File: src/include/ooo_chan_settings.svh
/*
 * Out-of-order channel settings
 * Field widths, FIFO depths and thresholds, wait station count
 * and the delay window of the wait stations
 */
`ifndef OOO_CHAN_SETTINGS_SVH
`define OOO_CHAN_SETTINGS_SVH

// Payload and header field widths
`define OOO_DATA_W          64
`define OOO_ADDR_W          32
`define OOO_TID_W           16
`define OOO_MDATA_W         16

// Input and output FIFOs, visible to the outside
`define OOO_VIS_DEPTH       32
`define OOO_VIS_FULL_TH     28
`define OOO_OUT_ALMFULL_TH  26

// Per-channel lanes
`define OOO_LANE_DEPTH      16
`define OOO_LANE_FULL_TH    12

// Wait stations and their delay window, in cycles
`define OOO_NUM_WS          16
`define OOO_WS_ALMFULL      13
`define OOO_DELAY_MIN       15
`define OOO_DELAY_MAX       60

`endif

File: src/ooo_chan_pkg.sv
/*
 * Out-of-order channel types
 * Channel and request codes, transmit and response headers,
 * and the records carried by the lane and output FIFOs
 */
`default_nettype none

`include "ooo_chan_settings.svh"

package ooo_chan_pkg;

   // VA means any channel, resolved at steering
   typedef enum logic [1:0] {
      VA  = 2'd0,
      VL0 = 2'd1,
      VH0 = 2'd2,
      VH1 = 2'd3
   } vc_e;

   typedef enum logic {RDLINE = 1'b0, WRLINE = 1'b1} reqtype_e;
   typedef enum logic {RD_RESP = 1'b0, WR_RESP = 1'b1} resptype_e;

   // Lines minus one, and line index inside a request
   typedef logic [1:0] len_t;
   typedef logic [1:0] clnum_t;

   typedef struct packed {
      vc_e                     vc;
      reqtype_e                reqtype;
      len_t                    len;
      logic [`OOO_ADDR_W-1:0]  addr;
      logic [`OOO_MDATA_W-1:0] mdata;
   } tx_hdr_t;

   typedef struct packed {
      vc_e                     vc;
      resptype_e               resptype;
      clnum_t                  clnum;
      logic [`OOO_MDATA_W-1:0] mdata;
   } rx_hdr_t;

   // Input and lane FIFO payload
   typedef struct packed {
      logic [`OOO_TID_W-1:0]  tid;
      logic [`OOO_DATA_W-1:0] data;
      tx_hdr_t                tx_hdr;
   } req_t;

   // One output line
   typedef struct packed {
      logic [`OOO_TID_W-1:0]  tid;
      logic [`OOO_DATA_W-1:0] data;
      rx_hdr_t                rx_hdr;
      tx_hdr_t                tx_hdr;
   } out_entry_t;

   typedef logic [$clog2(`OOO_NUM_WS)-1:0] slot_t;
   typedef logic [`OOO_NUM_WS-1:0]         slot_vec_t;

endpackage

`default_nettype wire

File: src/line_breakout.sv
/*
 * Line breakout
 * Expands a released request into one output entry per cache
 * line, one per cycle, each with its response header
 */
`timescale 1ns/1ns
`default_nettype none

module line_breakout (
   input  wire logic                    clk,
   input  wire logic                    rst,
   input  wire logic                    start_i,
   input  wire ooo_chan_pkg::req_t      req_i,
   output logic                         busy_o,
   output logic                         done_o,
   output logic                         out_push_o,
   output ooo_chan_pkg::out_entry_t     out_entry_o
);

   ooo_chan_pkg::req_t     rec;
   ooo_chan_pkg::clnum_t   clnum;

   // Latched record
   always_ff @(posedge clk) begin
      if (start_i && !busy_o) begin
         rec <= req_i;
      end
   end

   // Line counter, len plus one cycles back to back
   always_ff @(posedge clk) begin
      if (rst) begin
         busy_o <= 1'b0;
         clnum  <= '0;
      end else if (!busy_o) begin
         if (start_i) begin
            busy_o <= 1'b1;
            clnum  <= '0;
         end
      end else if (done_o) begin
         busy_o <= 1'b0;
      end else begin
         clnum <= clnum + 1'b1;
      end
   end

   assign done_o     = busy_o && (clnum == rec.tx_hdr.len);
   assign out_push_o = busy_o;

   // Entry for the current line
   always_comb begin
      out_entry_o.tid         = rec.tid;
      out_entry_o.data        = rec.data;
      out_entry_o.tx_hdr      = rec.tx_hdr;
      out_entry_o.tx_hdr.addr = rec.tx_hdr.addr + clnum;
      out_entry_o.rx_hdr.vc   = rec.tx_hdr.vc;
      out_entry_o.rx_hdr.resptype = (rec.tx_hdr.reqtype == ooo_chan_pkg::WRLINE) ?
                                    ooo_chan_pkg::WR_RESP : ooo_chan_pkg::RD_RESP;
      out_entry_o.rx_hdr.clnum = clnum;
      out_entry_o.rx_hdr.mdata = rec.tx_hdr.mdata;
   end

endmodule

`default_nettype wire

File: config.mk
export PLATFORM = sky130hd
export DESIGN_NAME = line_breakout
export DESIGN_NICKNAME = d
export VERILOG_FILES = /design/src/ooo_chan_pkg.sv /design/src/line_breakout.sv
export VERILOG_INCLUDE_DIRS = /design/src /design/src/include
export SDC_FILE = /design/constraint.sdc
export NUM_CORES = 1
export LEC_CHECK = 0
export BUFFER_PORTS_ARGS = -buffer_cell sky130_fd_sc_hd__buf_4
export CAP_MARGIN = 20
export CORE_MARGIN = 4
export CORE_UTILIZATION = 45
export CTS_CLUSTER_DIAMETER = 150
export DETAILED_ROUTE_END_ITERATION = 10
export PLACE_DENSITY = 0.76
export REMOVE_ABC_BUFFERS = 1
export SLEW_MARGIN = 10
export SYNTH_ARGS = -nofsm -noshare
export SYNTH_HDL_FRONTEND = slang
export SYNTH_SLANG_ARGS = --single-unit
File: constraint.sdc
create_clock -name clk -period 12.8 [get_ports clk]
set_input_delay 0.64 -clock clk [delete_from_list [all_inputs] [get_ports clk]]
set_output_delay 0.64 -clock clk [all_outputs]
set_load 0.02 [all_outputs]
=== After elaboration in Yosys (flattened, before gate mapping) ===
Cells that the tools add are included.

* $add $sub $neg: 2
* Equal/unequal tests: 2
* Mux-type cells: 7
* Reduce and logical (&&, ||, !) cells: 5

{| class="wikitable"
|+ Operator list
! kind !! number
|-
| adder 32 x 2 -> 32 bit || 1
|-
| 2-to-1 mux 2 bit || 3
|-
| 2-to-1 mux 1 bit || 4
|-
| adder 2 x 1 -> 2 bit (second input constant) || 1
|-
| == test 2 bit || 1
|-
| logical AND 1 bit || 2
|-
| != test 2 bit (second input constant) || 1
|-
| AND reduction 2 bit || 1
|-
| nonzero test 2 bit || 1
|-
| zero test 1 bit || 1
|}

* Register bits: 136
* Input bits: 136
* Output and inout bits: 157
* Word-level logic and storage cells: 25

=== Longest topological paths before layout ===
* Word-level depth: 4
* Gate-level depth with buffers: 8
* Depth with buffers taken out: 7

=== Worst setup path before layout ===
No wires, ideal clock.

* Path kind: input to register
* Start point: input port start_i
* End point: register rec (netlist bit out_entry_o[0]) (enable)
* Setup time: 0.644 ns
* Data arrival time: 6.495 ns
* Data required time: 12.156 ns
* Setup slack: 5.661 ns
* Cell stages on the path: 1
* Buffers on the path: 0
* Cells stage by stage: nor2b_1

* Word-level cells in the longest chain between the ends: 1

{| class="wikitable"
|+ Ends and longest elaborated chain
! item !! line !! source
|-
| from (decl) || line_breakout.sv:12 || <nowiki>input wire logic start_i,</nowiki>
|-
| logical AND 1 bit || line_breakout.sv:25 || <nowiki>if (start_i && !busy_o) begin</nowiki>
|-
| to (signal assigned) || line_breakout.sv:26 || <nowiki>rec <= req_i;</nowiki>
|-
| to (decl) || line_breakout.sv:20 || <nowiki>ooo_chan_pkg::req_t rec;</nowiki>
|}

Every way passes these cells.
A chain may end at the register's enable or synchronous reset.

==> results.md <==
* Slew @ Worst Pin at 0.9129 ns
* Post-DP HPWL at ~10 mm
* CTS tree: built
* Clock Tree Buf Depth at 2
* Syn-to-layout area delta at 36.03%
* Post-Syn Area at 0.005723 mm^2
* RePlAce Congestion at 0.8263
* Port buffer count at 292
* Initial Util at 0.4686
* Largest net degree at the start of global routing at 77
* DRC viols at 0
* Worst hold path depth at 1
* Post-DRT Antenna Nets at 0
* Nature of the critical path endpoint: output port
* Most frequent cells in the layout: buf_4 (294), edfxtp_1 (133), xnor2_1 (26), clkbuf_16 (17), nand3_1 (15)
* Arr. time, crit path at 2.70 ns
* WL/cell at 17.85 um
* NetSw at 0.0002598 W
* Cell Rows at 40
* Root buffer cell: clkbuf_16
* Worst Skew at 0.01110 ns
* Fin nets at 698
* Filler cells at 934
* Vias in the first global route at 3,553
* Avg Vias per Cell at 4.566
* DRT iter0 DRCs at 123
* Met1 usage at 0.1782
* Outcome: finished clean
* Final setup violating endpoints at 0
* Flops & latches, synth at around 140
* LEAKAGE at 3.244 nW
* Post-synth cell types at 32
* Core area at between 0.01 and 0.015 mm^2
* Pwr Total at 0.001155 W
* Critical Path RT at 12.16 ns
* Initial DRT Pass Iterations at 4
* Met2 Use GR at 0.3185
* Die area at 0.01459 mm^2
* Global Route Usage Sum at 0.1803
* Num CTS Buffers at 17
* CTS clk-pin slew, worst paths at 0.06 ns
* First-pass GRT wire length at slightly below 20 mm
* Clock share of power at 0.404
* Worst-skew pair later-pin latency at 0.41 ns
* FF-to-FF setup slack at 10.37 ns
* Sequential element share of the synthesized area at 0.7084
* WS Path Type: reg -> out
* Post-route cell area at 0.007785 mm^2
* Die Y at approximately 120 um
* Total global routing overflow at 0
* Slew HR at 0.3914
* Max-Cap Viols at 0
* # hold bufs at CTS at 0
* Fmax at 0.2993 GHz
* Power share of the sequential group at 0.468
* Internal power at 0.0008952 W
* Mean area per synthesized cell at 15.51 um^2
* Share of layout cells above drive strength 1 at 0.5694
* CP max FO at 8
* Switching part of the total at 0.2249
* RSZ-0062 raised after global routing: no
* Combinational share of power at 0.129
* Final number of hold-violating endpoints at 0
* Synth Warn # at 0
* Met3 Use GR at 0.09167
* DR vias at 3,365
* Final Cycle Share at 0.2610
* Layer with the highest usage: met2
* Drt total wl at 13.16 mm
* Initial antenna violation count at 0
* Peak VDD IR at 158.3 uV
* Commonest non-fill, non-tap cell in the layout: buf_4
* Slew Viols, Final at 0
* Post_cts resized at 0
* Final setup TNS at 0 ns
* Worst Hold Class: in -> reg
* Htree depth at 4
* # IOs at roughly 290
* Clk sinks at 136
* Reg2Reg Depth at 6
* Ant. Diodes at 0
* Die Wd at 120.8 um
* Placed Area at 0.007223 mm^2
* Setup Buffers After CTS at 0
* Syn Inst Count at 369
* Power Density at ~150 mW/mm^2
* Startpoint Class: flop
* Min Tclk post-route at 3.341 ns
==> through the flow <==
step	utilization	setup slack [ns]	hold WS, ns	instances
global placement	0.5915	9.948	0.5713	708
floorplan	-	5.661	0.6457	246
CTS	0.6375	9.415	0.3782	737
global route	0.6375	9.227	0.3729	737
detailed placement	0.5915	9.872	0.6187	708
finish	0.6375	9.459	0.3999	737
==> per-layer routing <==
layer | up-vias | share of wire | wire, um
met5 | - | 0 | 0
met4 | 0 | 0.026 | 341
met3 | 22 | 0.10 | 1344
met2 | 174 | 0.55 | 7182
met1 | 1600 | 0.33 | 4289
li1 | 1569 | - | -
==> cells by family after synthesis <==
group / after synthesis / synth area share
adders and majority gates: 3 / 0.007870
DFF: 136 / 0.7084
muxes: 1 / 0.001749
buffers and inverters: 130 / 0.1662
AOI/OAI and AO/OA: 4 / 0.003935
xor gates and xnor gates: 33 / 0.05050
and+or+nand+nor: 62 / 0.06144
==> critical path, stage by stage, from the launching register on <==
cell	delay, ns
dfxtp_1	0.41
ha_1	0.21
inv_1	0.06
fa_1	0.44
and4b_1	0.47
nand2b_1	0.15
nor3_1	0.24
xor2_1	0.17
buf_4	0.16
==> flip-flops by register name, indices dropped and copies added (netlist names) <==
name         flops
clnum            2
busy_o           1
rec             32
out_entry_o    101
==> final cells by class <==
cell class / count / area, um^2 / area share
Tap cell: 168 / 210.2 / 0.02700
Clock inverter: 11 / 132.6 / 0.01704
Sequential cell: 136 / 4054 / 0.5207
Inverter: 7 / 26.28 / 0.003375
Multi-Input combinational cell: 103 / 725.7 / 0.09322
Timing Repair Buffer: 294 / 2207 / 0.2835
Clock buffer: 18 / 429.2 / 0.05513
==> power by group through the flow <==
stage          Sequential [W]  Combinational, W  Clock (W)
2_1_floorplan        0.000584         0.0000298          0
5_1_grt              0.000543          0.000157   0.000498
6_report             0.000540          0.000149   0.000466
3_5_place_dp         0.000549          0.000150          0
3_3_place_gp         0.000548          0.000148          0
4_1_cts              0.000541          0.000151   0.000476
==> cells in the mapped netlist <==
library cell / number / area, um^2
a21oi_1: 2 / 10.01
and2_1: 1 / 6.260
and3_1: 1 / 6.260
and3_2: 1 / 7.510
and4_1: 1 / 8.760
and4b_1: 1 / 10.01
buf_4: 121 / 908.4
buf_6: 1 / 11.26
clkbuf_2: 1 / 5.000
dfxtp_1: 3 / 60.06
edfxtp_1: 133 / 3994
fa_1: 1 / 20.02
ha_1: 2 / 25.02
inv_1: 7 / 26.28
mux2i_1: 1 / 10.01
nand2_1: 10 / 37.54
nand2b_1: 2 / 12.51
nand3_1: 15 / 75.07
nand3b_1: 1 / 7.510
nand4_1: 10 / 62.56
nand4_2: 1 / 12.51
nor2_1: 7 / 26.28
nor2_2: 1 / 6.260
nor2b_1: 1 / 6.260
nor3_1: 5 / 25.02
nor3b_1: 1 / 7.510
nor4_1: 2 / 12.51
nor4_4: 1 / 21.27
o211ai_1: 1 / 7.510
o21ai_0: 1 / 5.000
xnor2_1: 26 / 227.7
xor2_1: 7 / 61.31
==> path summary, 6_finish.rpt <==
check,end,from
min reg2reg,clnum[0]$_SDFFE_PP0P_,clnum[0]$_SDFFE_PP0P_
min,out_entry_o[52]$_DFFE_PP_,req_i[52]
max reg2reg,clnum[0]$_SDFFE_PP0P_,busy_o$_SDFF_PP0_
max,out_entry_o[28],clnum[0]$_SDFFE_PP0P_
Note: power is estimated with default switching activity, not from simulation.
