--- src/include/ooo_chan_settings.svh ---
/*
 * Out-of-order channel settings
 * Field widths, FIFO depths and thresholds, wait station count
 * and the delay window of the wait stations
 */
`ifndef OOO_CHAN_SETTINGS_SVH
`define OOO_CHAN_SETTINGS_SVH

// Payload and header field widths
`define OOO_DATA_W          64
`define OOO_ADDR_W          32
`define OOO_TID_W           16
`define OOO_MDATA_W         16

// Input and output FIFOs, visible to the outside
`define OOO_VIS_DEPTH       32
`define OOO_VIS_FULL_TH     28
`define OOO_OUT_ALMFULL_TH  26

// Per-channel lanes
`define OOO_LANE_DEPTH      16
`define OOO_LANE_FULL_TH    12

// Wait stations and their delay window, in cycles
`define OOO_NUM_WS          16
`define OOO_WS_ALMFULL      13
`define OOO_DELAY_MIN       15
`define OOO_DELAY_MAX       60

`endif

--- src/ooo_chan_pkg.sv ---
/*
 * Out-of-order channel types
 * Channel and request codes, transmit and response headers,
 * and the records carried by the lane and output FIFOs
 */
`default_nettype none

`include "ooo_chan_settings.svh"

package ooo_chan_pkg;

   // VA means any channel, resolved at steering
   typedef enum logic [1:0] {
      VA  = 2'd0,
      VL0 = 2'd1,
      VH0 = 2'd2,
      VH1 = 2'd3
   } vc_e;

   typedef enum logic {RDLINE = 1'b0, WRLINE = 1'b1} reqtype_e;
   typedef enum logic {RD_RESP = 1'b0, WR_RESP = 1'b1} resptype_e;

   // Lines minus one, and line index inside a request
   typedef logic [1:0] len_t;
   typedef logic [1:0] clnum_t;

   typedef struct packed {
      vc_e                     vc;
      reqtype_e                reqtype;
      len_t                    len;
      logic [`OOO_ADDR_W-1:0]  addr;
      logic [`OOO_MDATA_W-1:0] mdata;
   } tx_hdr_t;

   typedef struct packed {
      vc_e                     vc;
      resptype_e               resptype;
      clnum_t                  clnum;
      logic [`OOO_MDATA_W-1:0] mdata;
   } rx_hdr_t;

   // Input and lane FIFO payload
   typedef struct packed {
      logic [`OOO_TID_W-1:0]  tid;
      logic [`OOO_DATA_W-1:0] data;
      tx_hdr_t                tx_hdr;
   } req_t;

   // One output line
   typedef struct packed {
      logic [`OOO_TID_W-1:0]  tid;
      logic [`OOO_DATA_W-1:0] data;
      rx_hdr_t                rx_hdr;
      tx_hdr_t                tx_hdr;
   } out_entry_t;

   typedef logic [$clog2(`OOO_NUM_WS)-1:0] slot_t;
   typedef logic [`OOO_NUM_WS-1:0]         slot_vec_t;

endpackage

`default_nettype wire

--- src/wait_station_pool.sv ---
/*
 * Wait station pool
 * Holds requests for a pseudo-random delay. Each station runs
 * idle, countdown, done-ready and popped; an LFSR folded into the
 * delay window loads the counter when a station is written
 */
`timescale 1ns/1ns
`default_nettype none

`include "ooo_chan_settings.svh"

module wait_station_pool #(
   parameter int NUM_WS = `OOO_NUM_WS
) (
   input  wire logic                       clk,
   input  wire logic                       rst,
   input  wire logic                       wr_i,
   input  wire ooo_chan_pkg::slot_t        wr_slot_i,
   input  wire ooo_chan_pkg::req_t         wr_req_i,
   input  wire logic                       release_i,
   input  wire ooo_chan_pkg::slot_t        release_slot_i,
   input  wire ooo_chan_pkg::slot_t        rd_slot_i,
   output ooo_chan_pkg::req_t              rd_req_o,
   output ooo_chan_pkg::slot_vec_t         busy_o,
   output ooo_chan_pkg::slot_vec_t         ready_o
);

   localparam int SPAN  = `OOO_DELAY_MAX - `OOO_DELAY_MIN + 1;
   localparam int RAW_W = $clog2(SPAN);
   localparam int DLY_W = $clog2(`OOO_DELAY_MAX + 1);

   typedef enum logic [1:0] {
      WS_IDLE,
      WS_COUNT,
      WS_READY,
      WS_POPPED
   } ws_state_e;

   ooo_chan_pkg::req_t   rec_mem [NUM_WS];
   ws_state_e            state   [NUM_WS];
   logic [DLY_W-1:0]     dly_cnt [NUM_WS];
   logic [15:0]          lfsr;
   logic [RAW_W-1:0]     raw;
   logic [DLY_W-1:0]     new_delay;

   ////////////////////////////////////////
   // Delay source
   ////////////////////////////////////////

   // x^16 + x^14 + x^13 + x^11, free running
   always_ff @(posedge clk) begin
      if (rst) begin
         lfsr <= 16'hace1;
      end else begin
         lfsr <= {lfsr[14:0], lfsr[15] ^ lfsr[13] ^ lfsr[12] ^ lfsr[10]};
      end
   end

   // Fold low bits into the window, raw stays below twice the span
   assign raw       = lfsr[RAW_W-1:0];
   assign new_delay = (raw >= SPAN) ? DLY_W'(raw - SPAN + `OOO_DELAY_MIN)
                                    : DLY_W'(raw + `OOO_DELAY_MIN);

   ////////////////////////////////////////
   // Records and station FSMs
   ////////////////////////////////////////

   always_ff @(posedge clk) begin
      if (wr_i) begin
         rec_mem[wr_slot_i] <= wr_req_i;
      end
   end

   assign rd_req_o = rec_mem[rd_slot_i];

   for (genvar i = 0; i < NUM_WS; i++) begin : g_ws
      always_ff @(posedge clk) begin
         if (rst) begin
            state[i]   <= WS_IDLE;
            dly_cnt[i] <= '0;
         end else begin
            case (state[i])
               WS_IDLE: begin
                  if (wr_i && (wr_slot_i == i)) begin
                     state[i]   <= WS_COUNT;
                     dly_cnt[i] <= new_delay;
                  end
               end
               // Ready after exactly the loaded number of cycles
               WS_COUNT: begin
                  if (dly_cnt[i] == 1) begin
                     state[i] <= WS_READY;
                  end
                  dly_cnt[i] <= dly_cnt[i] - 1'b1;
               end
               WS_READY: begin
                  if (release_i && (release_slot_i == i)) begin
                     state[i] <= WS_POPPED;
                  end
               end
               default: state[i] <= WS_IDLE;
            endcase
         end
      end

      assign busy_o[i]  = (state[i] != WS_IDLE);
      assign ready_o[i] = (state[i] == WS_READY);
   end

endmodule

`default_nettype wire

--- config.mk ---
export PLATFORM = sky130hd
export DESIGN_NAME = wait_station_pool
export DESIGN_NICKNAME = d
export VERILOG_FILES = /design/src/ooo_chan_pkg.sv /design/src/wait_station_pool.sv
export VERILOG_INCLUDE_DIRS = /design/src /design/src/include
export SDC_FILE = /design/constraint.sdc
export NUM_CORES = 2
export LEC_CHECK = 0
export ABC_AREA = 1
export ABC_CLOCK_PERIOD_IN_PS = 7600
export BUFFER_PORTS_ARGS = -buffer_cell sky130_fd_sc_hd__buf_2
export CAP_MARGIN = 25
export CORE_ASPECT_RATIO = 1.25
export CORE_MARGIN = 10
export CORE_UTILIZATION = 28
export CTS_BUF_LIST = sky130_fd_sc_hd__clkbuf_4 sky130_fd_sc_hd__clkbuf_8
export DETAILED_ROUTE_END_ITERATION = 10
export PLACE_DENSITY = 0.48
export SLEW_MARGIN = 15
export SYNTH_ARGS = -nofsm -noshare
export SYNTH_HDL_FRONTEND = slang
export SYNTH_SLANG_ARGS = --single-unit
--- constraint.sdc ---
create_clock -name clk -period 7.6 [get_ports clk]
set_input_delay 0.76 -clock clk [delete_from_list [all_inputs] [get_ports clk]]
set_output_delay 0.76 -clock clk [all_outputs]
set_load 0.01 [all_outputs]
# After elaboration in Yosys (flattened, before gate mapping)
# Memories as Yosys holds them, arrays and structs flattened.
# Index checks and enable logic that the tools add are counted.
[op_classes]
add_sub_neg = 19
n_mul = 0
div = 0
order_cmp = 1
n_eq_ne = 78
shifts = 0
n_mux = 389
bitwise = 99
n_reduce_logical = 82
[op_table]
columns = ["op", "n"]
rows = [
  ["1-bit 2-to-1 mux", 292],
  ["6-bit 2-to-1 mux", 33],
  ["2-bit 2-to-1 mux", 64],
  ["6-bit by 1-bit equality test with 1-bit output, second input constant", 16],
  ["1-bit OR", 96],
  ["6-bit by 1-bit subtractor with 6-bit output, second input constant", 16],
  ["4-bit equality test, second input constant", 16],
  ["3-bit OR reduction", 16],
  ["2-bit by 1-bit equality test with 1-bit output, second input constant", 16],
  ["2-bit equality test, second input constant", 16],
  ["4-bit by 3-bit equality test with 1-bit output, second input constant", 8],
  ["1-bit logical AND", 32],
  ["2-bit zero test", 16],
  ["2-bit nonzero test", 16],
  ["4-bit by 2-bit equality test with 1-bit output, second input constant", 4],
  ["4-bit by 1-bit equality test with 1-bit output, second input constant", 2],
  ["4-bit zero test", 2],
  ["6-bit by 4-bit adder with 6-bit output, second input constant", 1],
  ["6-bit by 5-bit adder with 6-bit output, second input constant", 1],
  ["6-bit >= comparator, second input constant", 1],
  ["6-bit subtractor, second input constant", 1],
  ["1-bit bitwise XOR", 3],
]
[totals]
register_bits = 16
latchBits = 0
mem_bits_rw = 2256
romBits = 0
input_bits = 149
out_inout_bits = 165
word_cells = 672
n_memories = 3
[memory_table]
columns = ["memory", "words", "word_bits", "rd", "rd_ports_with_merged_regs", "write_ports", "line", "text"]
rows = [
  ["rec_mem", 16, 133, 1, 0, 1, "wait_station_pool.sv:39", "ooo_chan_pkg::req_t rec_mem [NUM_WS];"],
  ["dly_cnt", 16, 6, 16, 0, 16, "wait_station_pool.sv:41", "logic [DLY_W-1:0] dly_cnt [NUM_WS];"],
  ["state", 16, 2, 16, 0, 16, "wait_station_pool.sv:40", "ws_state_e state [NUM_WS];"],
]

# Logic depth before layout (Yosys ltp)
[depth]
word_depth = 10
ltp_mapped = 12
depth_no_buf = 9

# Worst setup path before layout
# No wires, ideal clock.
[synth_path]
path_kind = "in2reg"
start = "in wr_slot_i[3]"
end = "mem dly_cnt[0][42] in the netlist's numbering (enable)"
setup_time_ns = 0.351
t_arrival_ns = 7.611
required_time_ns = 7.249
path_slack_ns = -0.362
stages = 5
path_buffers = 0
cell_sequence = "inv_1 -> nand2_1 -> nor2_1 -> nand2_1 -> nand3_1"
[synth_lines]
columns = ["element", "line", "text"]
rows = [
  ["from (decl)", "wait_station_pool.sv:18", "input wire ooo_chan_pkg::slot_t wr_slot_i,"],
  ["to (decl)", "wait_station_pool.sv:41", ""],
]

==> results.sh <==
export IMPL_startpoint_type="input pin"
export IMPL_vias=64300
export IMPL_final_max_slew_violation_count=0
export IMPL_fin_worst_skew_ps=53.0
export IMPL_critical_path_arrival_ps=4080
export IMPL_r2r_start="lfsr[0]$_SDFF_PP1_"
export IMPL_drtPass1Iterations=6
export IMPL_cts_sinks=2272
export IMPL_grt_pass1_wl_um=423000
export IMPL_finalHoldViolCount=0
export IMPL_timing_final_ws_setup_ps=2760
export IMPL_synth_fp_nets=8755
export IMPL_first_global_vias=62700
export IMPL_synth_top_area_frac=0.712
export IMPL_hpwl_um=143000
export IMPL_avgSynthCellArea_um2=11.1
export IMPL_clock_path_buffers=4
export IMPL_maxCapViolCount=0
export IMPL_antenna_found_initial=58
export IMPL_final_common_cell="nand2_1"
export IMPL_yosysTopAreaCell="edfxtp_1"
export IMPL_io_buffers=313
export IMPL_grt_max_degree=216
export IMPL_pre_cts_ws_ps=2520
export IMPL_highest_signal_layer="met5"
export IMPL_initial_core_util=0.281
export IMPL_startpoint="rd_slot_i[0]"
export IMPL_gr_total_overflow=0
export IMPL_yosysUniqueCellTypes=28
export IMPL_timing_fmax_mhz=206
export IMPL_max_slew_margin_rel=0.205
export IMPL_synthesis_instances=8571
export IMPL_grt_usage=0.153
export IMPL_area_growth_pct=15.9
export IMPL_ys_warn_count=0
export IMPL_core_um2=339000
export IMPL_routed_wl_um=291000
export IMPL_routed_via_density=4.65
export IMPL_wl_met1_um=129000
export IMPL_reg2reg_depth=11
export IMPL_drt_iter0_drc=4916
export IMPL_crit_type="input pin to output pin"
export IMPL_drive_gt1_frac=0.119
export IMPL_required_ps=6840
export IMPL_cts_max_level=5
export IMPL_die_x_um=541
export IMPL_insertion_delay_ps=1060
export IMPL_finalNonFillerCells=13800
export IMPL_clk_root_buffer_cell="clkbuf_8"
export IMPL_outcome="finished clean"
export IMPL_final_setup_viol_count=0
export IMPL_fp_dieH_um=672
export IMPL_wl_met3_um=17100
export IMPL_hold_path_depth=1
export IMPL_hold_path_class="input pin to register"
export IMPL_finalNetCount=9209
export IMPL_rsz0062_at_grt="no"
export IMPL_period_minus_slack_ps=4840
export IMPL_post_cts_buffers=0
export IMPL_hold_slack_ps=133
export IMPL_netlist_area_um2=95100
export IMPL_io_pins=314
export IMPL_clk_pin_slew_ps=60
export IMPL_postRouteAntennaNets=0
export IMPL_cts_tree="yes"
export IMPL_synth_area_leaders="edfxtp_1 (71%), nand2_1 (12%), nand3_1 (7.0%), inv_1 (2.1%), nor2_1 (1.4%)"
export IMPL_final_cell_mix="nand2_1 (3143), edfxtp_1 (2256), nand3_1 (1325), inv_1 (535), clkbuf_8 (389)"
export IMPL_dp_cells=13000
export IMPL_die_area_um2=364000
export IMPL_min_from="wr_req_i[109]"
export IMPL_wl_met2_um=137000
export IMPL_ys_seq_elements=2272
export IMPL_finalWeightedCongestion=0.773
export IMPL_num_rows=239
export IMPL_cts_buffers=384
export IMPL_power_density_nw_per_um2=244
export IMPL_drcViolationCount=0
export IMPL_wl_per_cell_um=21.0
export IMPL_r2r_end="dly_cnt[0][21]$_DFFE_PP_"
export IMPL_worst_pin_slew_ps=1190
export IMPL_cp_end_kind="output pin"
export IMPL_yosysSeqAreaShare=0.715
export IMPL_ir_drop_mv=0.144
export IMPL_total_leakage_power_nw=42.4
export IMPL_rrSetupSlack_ps=4530
export IMPL_cp_max_fo=214
export IMPL_period_share=0.637
export IMPL_hold_path_endpoint="rec_mem[10][109]$_DFFE_PN_"
-- logic make-up after synthesis --
group / count (synthesis) / share of synthesized area
flip-flops: 2272 / 0.715
adder cells (fa/ha/maj): 35 / 0.00460
XOR/XNOR: 27 / 0.00249
AO/OA/AOI/OAI: 289 / 0.0182
buffers and inverters: 1004 / 0.0434
AND/OR/NAND/NOR: 4944 / 0.216
-- cell usage after synthesis --
cell and instances:
nand4_1 21, o211ai_1 109, nand3_1 1325, or2_2 93
nor3_1 11, o21ai_0 155, edfxtp_1 2256, o22ai_1 6
nand3b_1 1, clkinv_1 2, buf_2 133, ha_1 35
xor2_1 15, clkbuf_1 232, inv_1 536, inv_2 3
o21bai_2 1, buf_6 6, and3_1 4, buf_4 39
a21oi_1 18, nor2_1 344, dfxtp_1 16, buf_1 53
nand2_1 3143, nand2_2 1, nor3b_1 1, xnor2_1 12
-- report_power, final --
group | switching (W) | internal, W | total (W)
logic | 0.00145 | 0.000545 | 0.00200
clock network | 0.00507 | 0.00571 | 0.0108
registers | 0.0000850 | 0.0141 | 0.0142
-- final cells by class --
| cell class | instances | area [µm²] |
|---|---|---|
| antenna | 23 | 57.6 |
| clock buffer | 515 | 6300 |
| clock inverter | 174 | 1130 |
| fill | 33900 | 229000 |
| inverter | 541 | 2070 |
| multi-input combinational | 5295 | 23100 |
| sequential | 2272 | 68100 |
| tap | 4458 | 5580 |
| timing repair buffer | 531 | 3980 |
-- how the worst max path moves through the flow --
stage                                           to  slack, ps
after floorplan           dly_cnt[0][42]$_DFFE_PP_       -360
after global placement                rd_req_o[83]       2500
after detailed placement              rd_req_o[83]       2520
after CTS                             rd_req_o[83]       2520
after global routing                   rd_req_o[8]       2400
final                                 rd_req_o[71]       2760
-- metrics by stage --
stage	util	total power (W)	TNS, ps	area [µm²]
finish	0.325	0.0269	0	110000
global route	0.325	0.0281	0	110000
CTS	0.325	0.0273	0	110000
detailed placement	0.300	0.0164	0	101000
global placement	0.299	0.0164	0	101000
floorplan	-	0.0155	-24970	95100
-- worst max-delay path, stage by stage --
cell and delay [ps]:
buf_8 490, buf_12 720, buf_4 480, buf_16 310, nor2_1 90, nor2_1 90
o21ai_0 100, nand3_1 100, nand3_1 120, nand2_1 190, buf_2 170
-- registers in the layout, indices dropped and copies added, names as in the netlist --
register and flops:
state 32, rec_mem 2128, dly_cnt 96, lfsr 16
-- repair_timing --
| item | in CTS | in global routing |
|---|---|---|
| resized for setup | 0 | 0 |
| hold buffers | 119 | 0 |
| hold endpoints to repair | 1754 | 0 |
-- metal layers --
metal	global-route usage	up-vias
met5	0	-
met4	0.0439	30
met3	0.0281	510
met2	0.254	1773
met1	0.206	31800
li1	-	30100
No activity file was read; power rests on OpenSTA's default activity.
