File: src/sync_fifo.sv
/*
 * Synchronous FIFO
 * Circular buffer with a head visible before the pop,
 * fill count, empty flag and almost-full threshold
 */
`timescale 1ns/1ns
`default_nettype none

module sync_fifo #(
   parameter type item_t     = logic [7:0],
   parameter int  DEPTH      = 16,
   parameter int  ALMFULL_TH = 12
) (
   input  wire logic                       clk,
   input  wire logic                       rst,
   input  wire logic                       push_i,
   input  wire item_t                      item_i,
   input  wire logic                       pop_i,
   output item_t                           head_o,
   output logic                            empty_o,
   output logic                            almfull_o,
   output logic [$clog2(DEPTH+1)-1:0]      count_o
);

   localparam int AW = $clog2(DEPTH);

   item_t           mem [DEPTH];
   logic [AW-1:0]   wr_ptr;
   logic [AW-1:0]   rd_ptr;
   logic            do_push;
   logic            do_pop;

   // Push on a full FIFO and pop on an empty one are dropped
   assign do_push = push_i && (count_o != DEPTH);
   assign do_pop  = pop_i && (count_o != 0);

   // Storage
   always_ff @(posedge clk) begin
      if (do_push) begin
         mem[wr_ptr] <= item_i;
      end
   end

   // Pointers and fill level
   always_ff @(posedge clk) begin
      if (rst) begin
         wr_ptr  <= '0;
         rd_ptr  <= '0;
         count_o <= '0;
      end else begin
         if (do_push) begin
            wr_ptr <= (wr_ptr == AW'(DEPTH - 1)) ? '0 : wr_ptr + 1'b1;
         end
         if (do_pop) begin
            rd_ptr <= (rd_ptr == AW'(DEPTH - 1)) ? '0 : rd_ptr + 1'b1;
         end
         case ({do_push, do_pop})
            2'b10:   count_o <= count_o + 1'b1;
            2'b01:   count_o <= count_o - 1'b1;
            default: count_o <= count_o;
         endcase
      end
   end

   // Head seen without a pop
   assign head_o    = mem[rd_ptr];
   assign empty_o   = (count_o == 0);
   assign almfull_o = (count_o >= ALMFULL_TH);

endmodule

`default_nettype wire

File: config.mk
export PLATFORM = sky130hd
export DESIGN_NAME = sync_fifo
export DESIGN_NICKNAME = d
export VERILOG_FILES = /design/src/sync_fifo.sv
export SDC_FILE = /design/constraint.sdc
export NUM_CORES = 1
export LEC_CHECK = 0
export ABC_AREA = 1
export BUFFER_PORTS_ARGS = -buffer_cell sky130_fd_sc_hd__buf_2
export CORE_MARGIN = 1
export CORE_UTILIZATION = 30
export DETAILED_ROUTE_END_ITERATION = 8
export PLACE_DENSITY = 0.48
export SYNTH_ARGS = -nofsm -noshare
export SYNTH_HDL_FRONTEND = slang
export SYNTH_SLANG_ARGS = --single-unit
File: constraint.sdc
create_clock -name clk -period 4.21 [get_ports clk]
set_input_delay 0 -clock clk [delete_from_list [all_inputs] [get_ports clk]]
set_output_delay 0 -clock clk [all_outputs]
set_load 0.02 [all_outputs]
* Yosys cells after proc, flatten, opt, wreduce, memory -nomap -nowiden
Memory sizes are Yosys's and may differ from the RTL's. A register that Yosys moved wholly into a read port is not among the register bits.
Index checks and enable logic that the tools add are counted.
** Storage, ports and cells
- Memory bits (writable) :: 128
- Logic and storage cells :: 26
- Register bits after elaboration :: 13
- Output and inout port bits :: 15
- Memories :: 1
- Input bits :: 12
** Memory list
- mem :: depth 16, width 8, read ports 1, clocked after memory_dff 1, wr ports 1, RTL line 27 : item_t mem [DEPTH];
** Operators by class
- Eq/ne operators :: 5
- Muxes and demuxes :: 7
- $add $sub $neg :: 4
- Reduce and logical (&&, ||, !) cells :: 5
- $lt $le $gt $ge :: 1
** Operator list (count)
- 2-to-1 mux 4 bit :: 4
- one-hot mux 5 bit (2 select lines) :: 1
- adder 4 x 1 -> 4 bit (second input constant) :: 2
- equality test 4 bit (second input constant) :: 2
- adder 5 x 1 -> 5 bit (second input constant) :: 1
- >= comparator 5 x 4 -> 1 bit (second input constant) :: 1
- zero test 5 bit :: 1
- != test 5 bit (second input constant) :: 1
- nonzero test 5 bit :: 1
- subtractor 5 x 1 -> 5 bit (second input constant) :: 1
- equality test 2 x 1 -> 1 bit (second input constant) :: 1
- equality test 2 bit (second input constant) :: 1
- logical AND 1 bit :: 2
- 2-to-1 mux 1 bit :: 2
- nonzero test 2 bit :: 1

* Logic depth before layout (Yosys ltp)
Gate-level depths: netlist (run 1).
- Depth after elaboration :: 4
- Depth in mapped cells :: 16
- Gate-level depth less buffers :: 16

* Worst setup path before layout (run 1)
No wires, ideal clock.
- Path kind :: reg2reg
- Start point :: register count_o[2]
- End point :: register count_o[2]
- Path slack :: 2.122 ns
- Setup time :: 0.115 ns
- Stages on the path, launching flop included :: 15
- Clock period less this slack :: 2.088 ns
- Arrival time :: 1.973 ns
- Cell sequence :: dfxtp_1 inv_1 nand4_1 nand2_1 inv_1 ha_1 nand2_1 inv_1 nor2_1 ha_1 inv_1 nand2_1 xor2_1 o21ai_0 inv_1
** On the way
- Word-level cells in the longest chain between the ends :: 4
- Elaborated cells between the ends (all ways) :: 10
- Those cells by class :: 2 x add/sub; 3 x eq/ne; 1 x mux; 4 x reduce/logical
** RTL lines
- from (decl) :: RTL line 22 : output logic [$clog2(DEPTH+1)-1:0] count_o
- from (signal assigned) :: RTL line 58 : 2'b10: count_o <= count_o + 1'b1;
- from (signal assigned) :: RTL line 59 : 2'b01: count_o <= count_o - 1'b1;
- from (signal assigned) :: RTL line 60 : default: count_o <= count_o;
- parallel branches: the longest is 4 deep, another holds subtractor 5 x 1 -> 5 bit
Parallel ways; which one is timed is not known.
A chain may end at the register's enable or synchronous reset.

==> results of run 1 <==
[layout by cell type, fill, tap and decap left out]
cell	Yosys	routed
nor3_1	1	1
clkbuf_1	4	1
nand3b_1	1	1
o21ai_0	37	37
clkinv_2	0	5
nand2_2	2	2
o21bai_1	1	1
inv_1	88	88
edfxtp_1	128	128
buf_4	1	3
buf_2	15	26
inv_6	0	3
a21oi_1	41	41
o21ai_1	2	2
clkinv_4	0	1
nand3_1	57	57
dlygate4sd3_1	0	6
nor2_1	27	27
o211ai_1	22	22
nand2_1	73	73
nand4_1	2	2
dfxtp_2	0	1
bufinv_16	0	2
xnor2_1	1	1
inv_2	1	1
xor2_1	4	4
o211ai_2	10	10
clkinv_1	0	1
clkbuf_16	0	17
clkinvlp_4	0	2
ha_1	9	9
dfxtp_4	0	1
dfxtp_1	17	15
[layout make-up]
type | count | area [sq um] | share of cell area
clock buffers | 18 | 429 | 0.0597
inverters | 89 | 334 | 0.0464
flip-flops and latches | 145 | 4190 | 0.582
repair buffers | 35 | 213 | 0.0296
well taps | 270 | 338 | 0.0470
multi-input cells | 290 | 1550 | 0.216
clock inverters | 14 | 139 | 0.0193
[repair_timing]
item | in CTS | in global routing
endpoints found under the hold margin | 13 | 0
hold buffers | 6 | 0
setup buffers | 0 | 0
[state kept, by name (all words and copies together) (netlist names), named ones only]
register	cells
count_o	5
mem	128
wr_ptr	4
rd_ptr	4
[routing by layer]
layer | vias up | part of all wire
met5 | - | 0
met4 | 0 | 0.021
met3 | 21 | 0.039
met2 | 80 | 0.43
met1 | 1816 | 0.51
li1 | 1953 | -
[cell usage after synthesis]
| cell | n |
|---|---|
| inv_2 | 1 |
| dfxtp_1 | 17 |
| clkbuf_1 | 4 |
| nand3b_1 | 1 |
| nor3_1 | 1 |
| xnor2_1 | 1 |
| nor2_1 | 27 |
| nand4_1 | 2 |
| ha_1 | 9 |
| xor2_1 | 4 |
| buf_6 | 4 |
| o211ai_2 | 10 |
| o21ai_0 | 37 |
| buf_4 | 1 |
| inv_1 | 88 |
| o21bai_1 | 1 |
| o21ai_1 | 2 |
| nand2_1 | 73 |
| a21oi_1 | 41 |
| nand2_2 | 2 |
| buf_1 | 1 |
| edfxtp_1 | 128 |
| nand3_1 | 57 |
| o211ai_1 | 22 |
| buf_2 | 15 |
[worst min-delay path by stage]
| stage | cells past startpoint | to | startpoint | slack, ns |
|---|---|---|---|---|
| final | 1 | mem[3][0] | item_i[0] | 0.01 |
| after floorplan | 1 | flop | rst | 0.08 |
| after CTS | 1 | mem[1][0] | item_i[0] | 0.004 |
| after global placement | 2 | flop | rst | 0.27 |
| after detailed placement | 2 | flop | rst | 0.28 |
| after global routing | 1 | mem[3][0] | item_i[0] | 0.01 |
[cell families (layout without fill, tap and decap cells)]
logic type               count (synthesis)  count (layout)
buffers and inverters                  114             156
AND/OR/NAND/NOR                        163             163
XOR/XNOR                                 5               5
flip-flops                             145             145
adder cells (fa/ha/maj)                  9               9
AO/OA/AOI/OAI                          113             113
[power groups by stage]
| stage | combinational, mW | sequential [mW] | clock (mW) |
|---|---|---|---|
| 4_1_cts | 0.976 | 1.78 | 1.48 |
| 6_report | 0.971 | 1.78 | 1.45 |
| 3_5_place_dp | 0.964 | 1.81 | 0 |
| 5_1_grt | 1.08 | 1.80 | 1.54 |
| 2_1_floorplan | 0.760 | 1.73 | 0 |
| 3_3_place_gp | 0.960 | 1.81 | 0 |
[critical path, cell delays in order, from the launching register on]
cell,delay (ns)
dfxtp_2,0.82
buf_4,0.47
o211ai_1,0.17
nand3_1,0.16
nand3_1,0.10
nand2_1,0.11
buf_2,0.17
[per-stage QoR]
| step | hold slack (ns) | utilization | instance area, sq um |
|---|---|---|---|
| 2_1_floorplan | 0.0780 | - | 6220 |
| 3_3_place_gp | 0.272 | 0.323 | 6570 |
| 3_5_place_dp | 0.279 | 0.323 | 6570 |
| 4_1_cts | 0.00383 | 0.354 | 7190 |
| 5_1_grt | 0.0122 | 0.354 | 7190 |
| 6_report | 0.0137 | 0.354 | 7190 |
==> impl_results.md, run 1 <==
- Gate power share: 0.231
- Antenna violations before repair: 0
- FMAX: 407 MHz
- Post-Synth Adder-Cell Area: 0.0181
- Reg-to-reg slack, setup: 1.93 ns
- Post-Synth XOR/XNOR Area: 0.00704
- Main area contributors after synthesis: edfxtp_1, dfxtp_1, inv_1
- Drt wl/cell: 15.5 um
- Met1 Use GR: 0.188
- Part of the power in the clock network: 0.346
- Routed wire length: 13.3 mm
- Slew margin rel.: 0.365
- Vias per cell: 4.49
- Pwr per Cell Area: 585 mW/mm^2
- Area Growth Syn to Fin: 15.7%
- Post-synthesis simple-gate area fraction: 0.112
- Total power: 4.21 mW
- Syn_nets: 570
- Dpl cells: 823
- First-pass GRT wire length: 21.2 mm
- Worst EP arrival: 2.46 ns
- Peak supply drop: 0.297 mV
- Sw frac: 0.325
- Setup Skew: 0.00449 ns
- CORE AREA: 0.0203 sq mm
- Netlist cell types: 25
- Ports: 27
- Actual slew at the worst max-slew pin: 0.949 ns
- Top cell type's share of synthesized area: 0.618
- Buffers on Ports: 26
- Setup TNS: 0 ns
- Max Cap Viol: 0
- RSZ-0062 raised after global routing: no
- Crit. End Element: output pin
- Area leader, netlist: edfxtp_1
- Synth Area per Inst: 11.3 sq um
- DRC violations left: 0
- N_diodes: 0
- Clock Tree Buf Depth: 2
- CTS root buf: clkbuf_16
- Gp weighted congestion: 0.827
- P_sw: 1.37 mW
- CTS resizes: 0
- Largest net degree at the start of global routing: 55
- GR Util All Layers: 0.133
- 1st-pass router iterations: 5
- GR Util met3: 0.0301
- Clock Sinks: 145
- Static Leak: 2.69 nW
- Outcome: complete, no violations
- Die Y-Extent: 146 um
- Startpoint class of the critical path: flop
- Post-synthesis mux area share: 0
- Gr ovfl total: 0
- Worst-Skew Late Latency: 0.42 ns
- GRT met2 Usage: 0.196
- Hold/Removal Path Class: input port to flop
- Worst-path clk slew: 0.06 ns
- Power Internal: 2.84 mW
- Synth warnings: 0
- Largest family of logic cells by synthesized area: simple AND/OR/NAND/NOR gates
- Worst Setup Slack post-DPL: 1.98 ns
- Reg-to-Reg End: count_o[4]
- Total vias in the final route: 3,870
- Seq/Total Area, Yosys: 0.673
- Final worst slack: 1.75 ns
- Global route hottest layer: met2
- DIE WIDTH: 146 um
- Vias in the first global route: 3,668
- Antenna-violating nets left: 0
- Fillers: 1,985
- CTS tree: done
- Post-synthesis compound-gate area fraction: 0.112
- FF-to-FF Start: count_o[0]
- Post-route clock period utilization: 0.583
- Post-Syn Instances: 549
- Crit Path Max Fanout: 33
- Initial Util: 0.306
- Layout Cells excl Fill: 861
- Slew Limit Fails: 0
- FP Rows: 52
- Seq cells post-synth: 145
- Post-DP HPWL: 8.76 mm
- WP data required: 4.21 ns
- Die area: 0.0213 sq mm
- Share of cells above drive strength 1: 0.125
- Reg power frac: 0.424
- Critical Path End: head_o[7]
- Cell Area, Synth: 0.00622 sq mm
- Setup-failing EPs final: 0
- Nets: 599
- Initial DRC Count: 353
- # H-tree levels: 4
- Num CTS Buffers: 17
- Crit path kind: flop to output pin
- R2R depth: 15
- Period minus WS final: 2.46 ns
- Final hold viol count: 0
(Power assumes the default switching activity.)
==> run 2: changes to the inputs <==
- PLACE_DENSITY: 0.48 -> 0.49
- clock period: 4.21 -> 2.1 ns (I/O delays scaled with it)
==> run 2 against run 1 <==
Net effect:
- utilization is 1.9 points higher
- sequential cell count stayed put
- global-route usage is 0.65 points higher
- hold slack worse by 0.0038 ns
- critical path depth is 10 higher
- clock skew is 0.0046 ns higher
- largest cell class unchanged
==> impl_results.md, run 2 (same netlist as run 1, synthesis figures left out) <==
- Drt wl/cell: 15.9 um (+2.7%)
- Slew Limit Fails: 0 (unchanged)
- CORE AREA: 0.0203 sq mm (unchanged)
- Biggest registers after layout: mem x128, count_o x5
- Pwr per Cell Area: 1170 mW/mm^2 (+100%)
- Crit-path max cell delay: 0.37 ns (-0.45 ns)
- Share of cells above drive strength 1: 0.185 (+0.0600)
- 1st-pass router iterations: 4 (-1)
- Post-route clock period utilization: 0.955
- CP bufs+invs: 3 (+1)
- Peak supply drop: 0.565 mV (+90%)
- Worst-path clk slew: 0.06 ns (about the same)
- Largest net degree at the start of global routing: 88 (+60%)
- Worst EP arrival: 2.32 ns (-0.14 ns)
- Family with the most delay on the worst path: simple AND/OR/NAND/NOR gates
- Slew margin rel.: 0.597 (+0.232)
- Crit Path Max Fanout: 6 (-82%)
- Clock Tree Buf Depth: 2 (unchanged)
- Vias in the first global route: 4,016 (+9.5%)
- Antenna-violating nets left: 0 (unchanged)
- Buffers on Ports: 26 (unchanged)
- Multi-input logic area: 0.00160 sq mm (+3.1%)
- Static Leak: 2.86 nW (+6.5%)
- FMAX: 499 MHz
- Worst Hold Slack: 0.00989 ns (-0.00378 ns)
- Initial Util: 0.306 (unchanged)
- GR Util All Layers: 0.140 (+0.00648)
- Fillers: 2,009 (+1.2%)
- Area Growth Syn to Fin: 21.9%
- Hold/Removal Path Class: input port to flop
- Startpoint class of the critical path: flop
- # H-tree levels: 4 (unchanged)
- Total vias in the final route: 4,086 (+5.6%)
- Setup Skew: 0.00906 ns (+0.00457 ns)
- CTS tree: done
- Clock Sinks: 145 (unchanged)
- Crit. End Element: flop
- Vias per cell: 4.59 (+2.0%)
- Cell Chain, Critical Path: nor2_4 -> nand4_1 -> nand2_2 -> inv_2 -> ha_4 -> nand2_1 -> inv_1 -> nor2_2 -> ha_2 -> inv_1 -> nand2_2 -> nand3_2 -> nand3_1 -> nand2_1 -> nor2_1 -> nor2_1
- Outcome: complete, no violations
- DIE WIDTH: 146 um (unchanged)
- Antenna violations before repair: 0 (unchanged)
- Final worst slack: 0.0946 ns (-1.66 ns)
- First-pass GRT wire length: 22.2 mm (+4.8%)
- Initial DRC Count: 316 (-10%)
- Post-DP HPWL: 9.10 mm (+3.9%)
- Slowest library cell on the worst path: dfxtp_4
- Gr ovfl total: 0 (unchanged)
- Routed wire length: 14.2 mm (+6.3%)
- Final hold viol count: 0 (unchanged)
- Crit path kind: flop to flop
- Die area: 0.0213 sq mm (unchanged)
- DRC violations left: 0 (unchanged)
- Actual slew at the worst max-slew pin: 0.604 ns (-0.345 ns)
- Period minus WS final: 2.01 ns
- Leading cell types in the layout, fill and taps excluded: edfxtp_1, inv_1, nand2_1
- Most common cell after layout, fill and taps aside: edfxtp_1
- Ports: 27 (unchanged)
- Sequential Area: 0.00420 sq mm (+0.18%)
- Num CTS Buffers: 17 (unchanged)
- Top reg by flops: mem
- N_diodes: 0 (unchanged)
- Nets: 629 (+5.0%)
- CTS root buf: clkbuf_16
- FP Rows: 52 (unchanged)
- Die Y-Extent: 146 um (unchanged)
- Worst Setup Slack post-DPL: -0.0735 ns (-2.05 ns)
- Worst-Skew Late Latency: 0.42 ns (about the same)
- Setup-failing EPs final: 0 (unchanged)
- Gp weighted congestion: 0.806 (-2.5%)
- WP data required: 2.41 ns (-1.80 ns)
- Max Cap Viol: 0 (unchanged)
- Largest register FFs: 128 (unchanged)
- RSZ-0062 raised after global routing: yes
run 2: cell count changes in the layout (fill, tap and decap cells not counted), sizes merged:
cell,change
buf,+29
inv,-1
clkinv,-5
clkinvlp,+3
dlygate4sd3,+1
bufinv,+2
clkbuf,+1
run 2: area by class of cell:
cell class / instances / share of cell area
Sequential cell: 145 / 0.554
Timing Repair Buffer: 65 / 0.0647
Tap cell: 270 / 0.0446
Multi-Input combinational cell: 290 / 0.211
Inverter: 89 / 0.0441
Clock inverter: 13 / 0.0244
Clock buffer: 19 / 0.0571
run 2: worst paths after layout:
| path | start | to | slack [ns] | cells past startpoint |
|---|---|---|---|---|
| max | count_o[3] | count_o[4] | 0.09 | 16 |
| min | item_i[0] | mem[1][0] | 0.01 | 1 |
| max reg2reg | count_o[3] | count_o[4] | 0.09 | 16 |
| min reg2reg | rd_ptr[1] | flop | 0.52 | 2 |
run 2: through the flow:
| stage | utilization | total power [mW] | TNS [ns] | cells | cell area (sq um) |
|---|---|---|---|---|---|
| 2_1_floorplan | - | 4.99 | 0 | 549 | 6220 |
| 3_3_place_gp | 0.336 | 5.62 | 0 | 850 | 6820 |
| 4_1_cts | 0.370 | 8.85 | 0 | 889 | 7510 |
| 5_1_grt | 0.373 | 9.34 | -0.112 | 891 | 7580 |
| 6_report | 0.373 | 8.88 | 0 | 891 | 7580 |
| 3_5_place_dp | 0.336 | 5.66 | -0.0735 | 850 | 6820 |
run 2: routing by layer:
layer | GRT usage | wire [um]
met1 | 0.176 | 6450
met4 | 0.0416 | 159
met3 | 0.0357 | 583
met5 | 0 | 0
met2 | 0.235 | 7000
run 2: report_power, final:
group          internal (mW)  switching (mW)
combinational          0.850            1.39
sequential              3.31           0.167
clock                   1.99            1.17
total                   6.15            2.73
run 2: worst reg2reg max path: stages (launching register included):
cell and delay [ns]:
dfxtp_4 0.37, nor2_4 0.11, nand4_1 0.14, nand2_2 0.13
inv_2 0.05, ha_4 0.18, nand2_1 0.08, inv_1 0.06
nor2_2 0.13, ha_2 0.17, inv_1 0.04, nand2_2 0.09
nand3_2 0.09, nand3_1 0.08, nand2_1 0.05, nor2_1 0.08
nor2_1 0.04
run 2: repair_timing:
item	4_1_cts	5_1_grt
cloned	0	0
buffers inserted	0	2
hold buffers	7	0
endpoints found under the hold margin	90	0
endpoints found under the setup margin	1	10
pin swaps	0	4
resized for setup	3	13
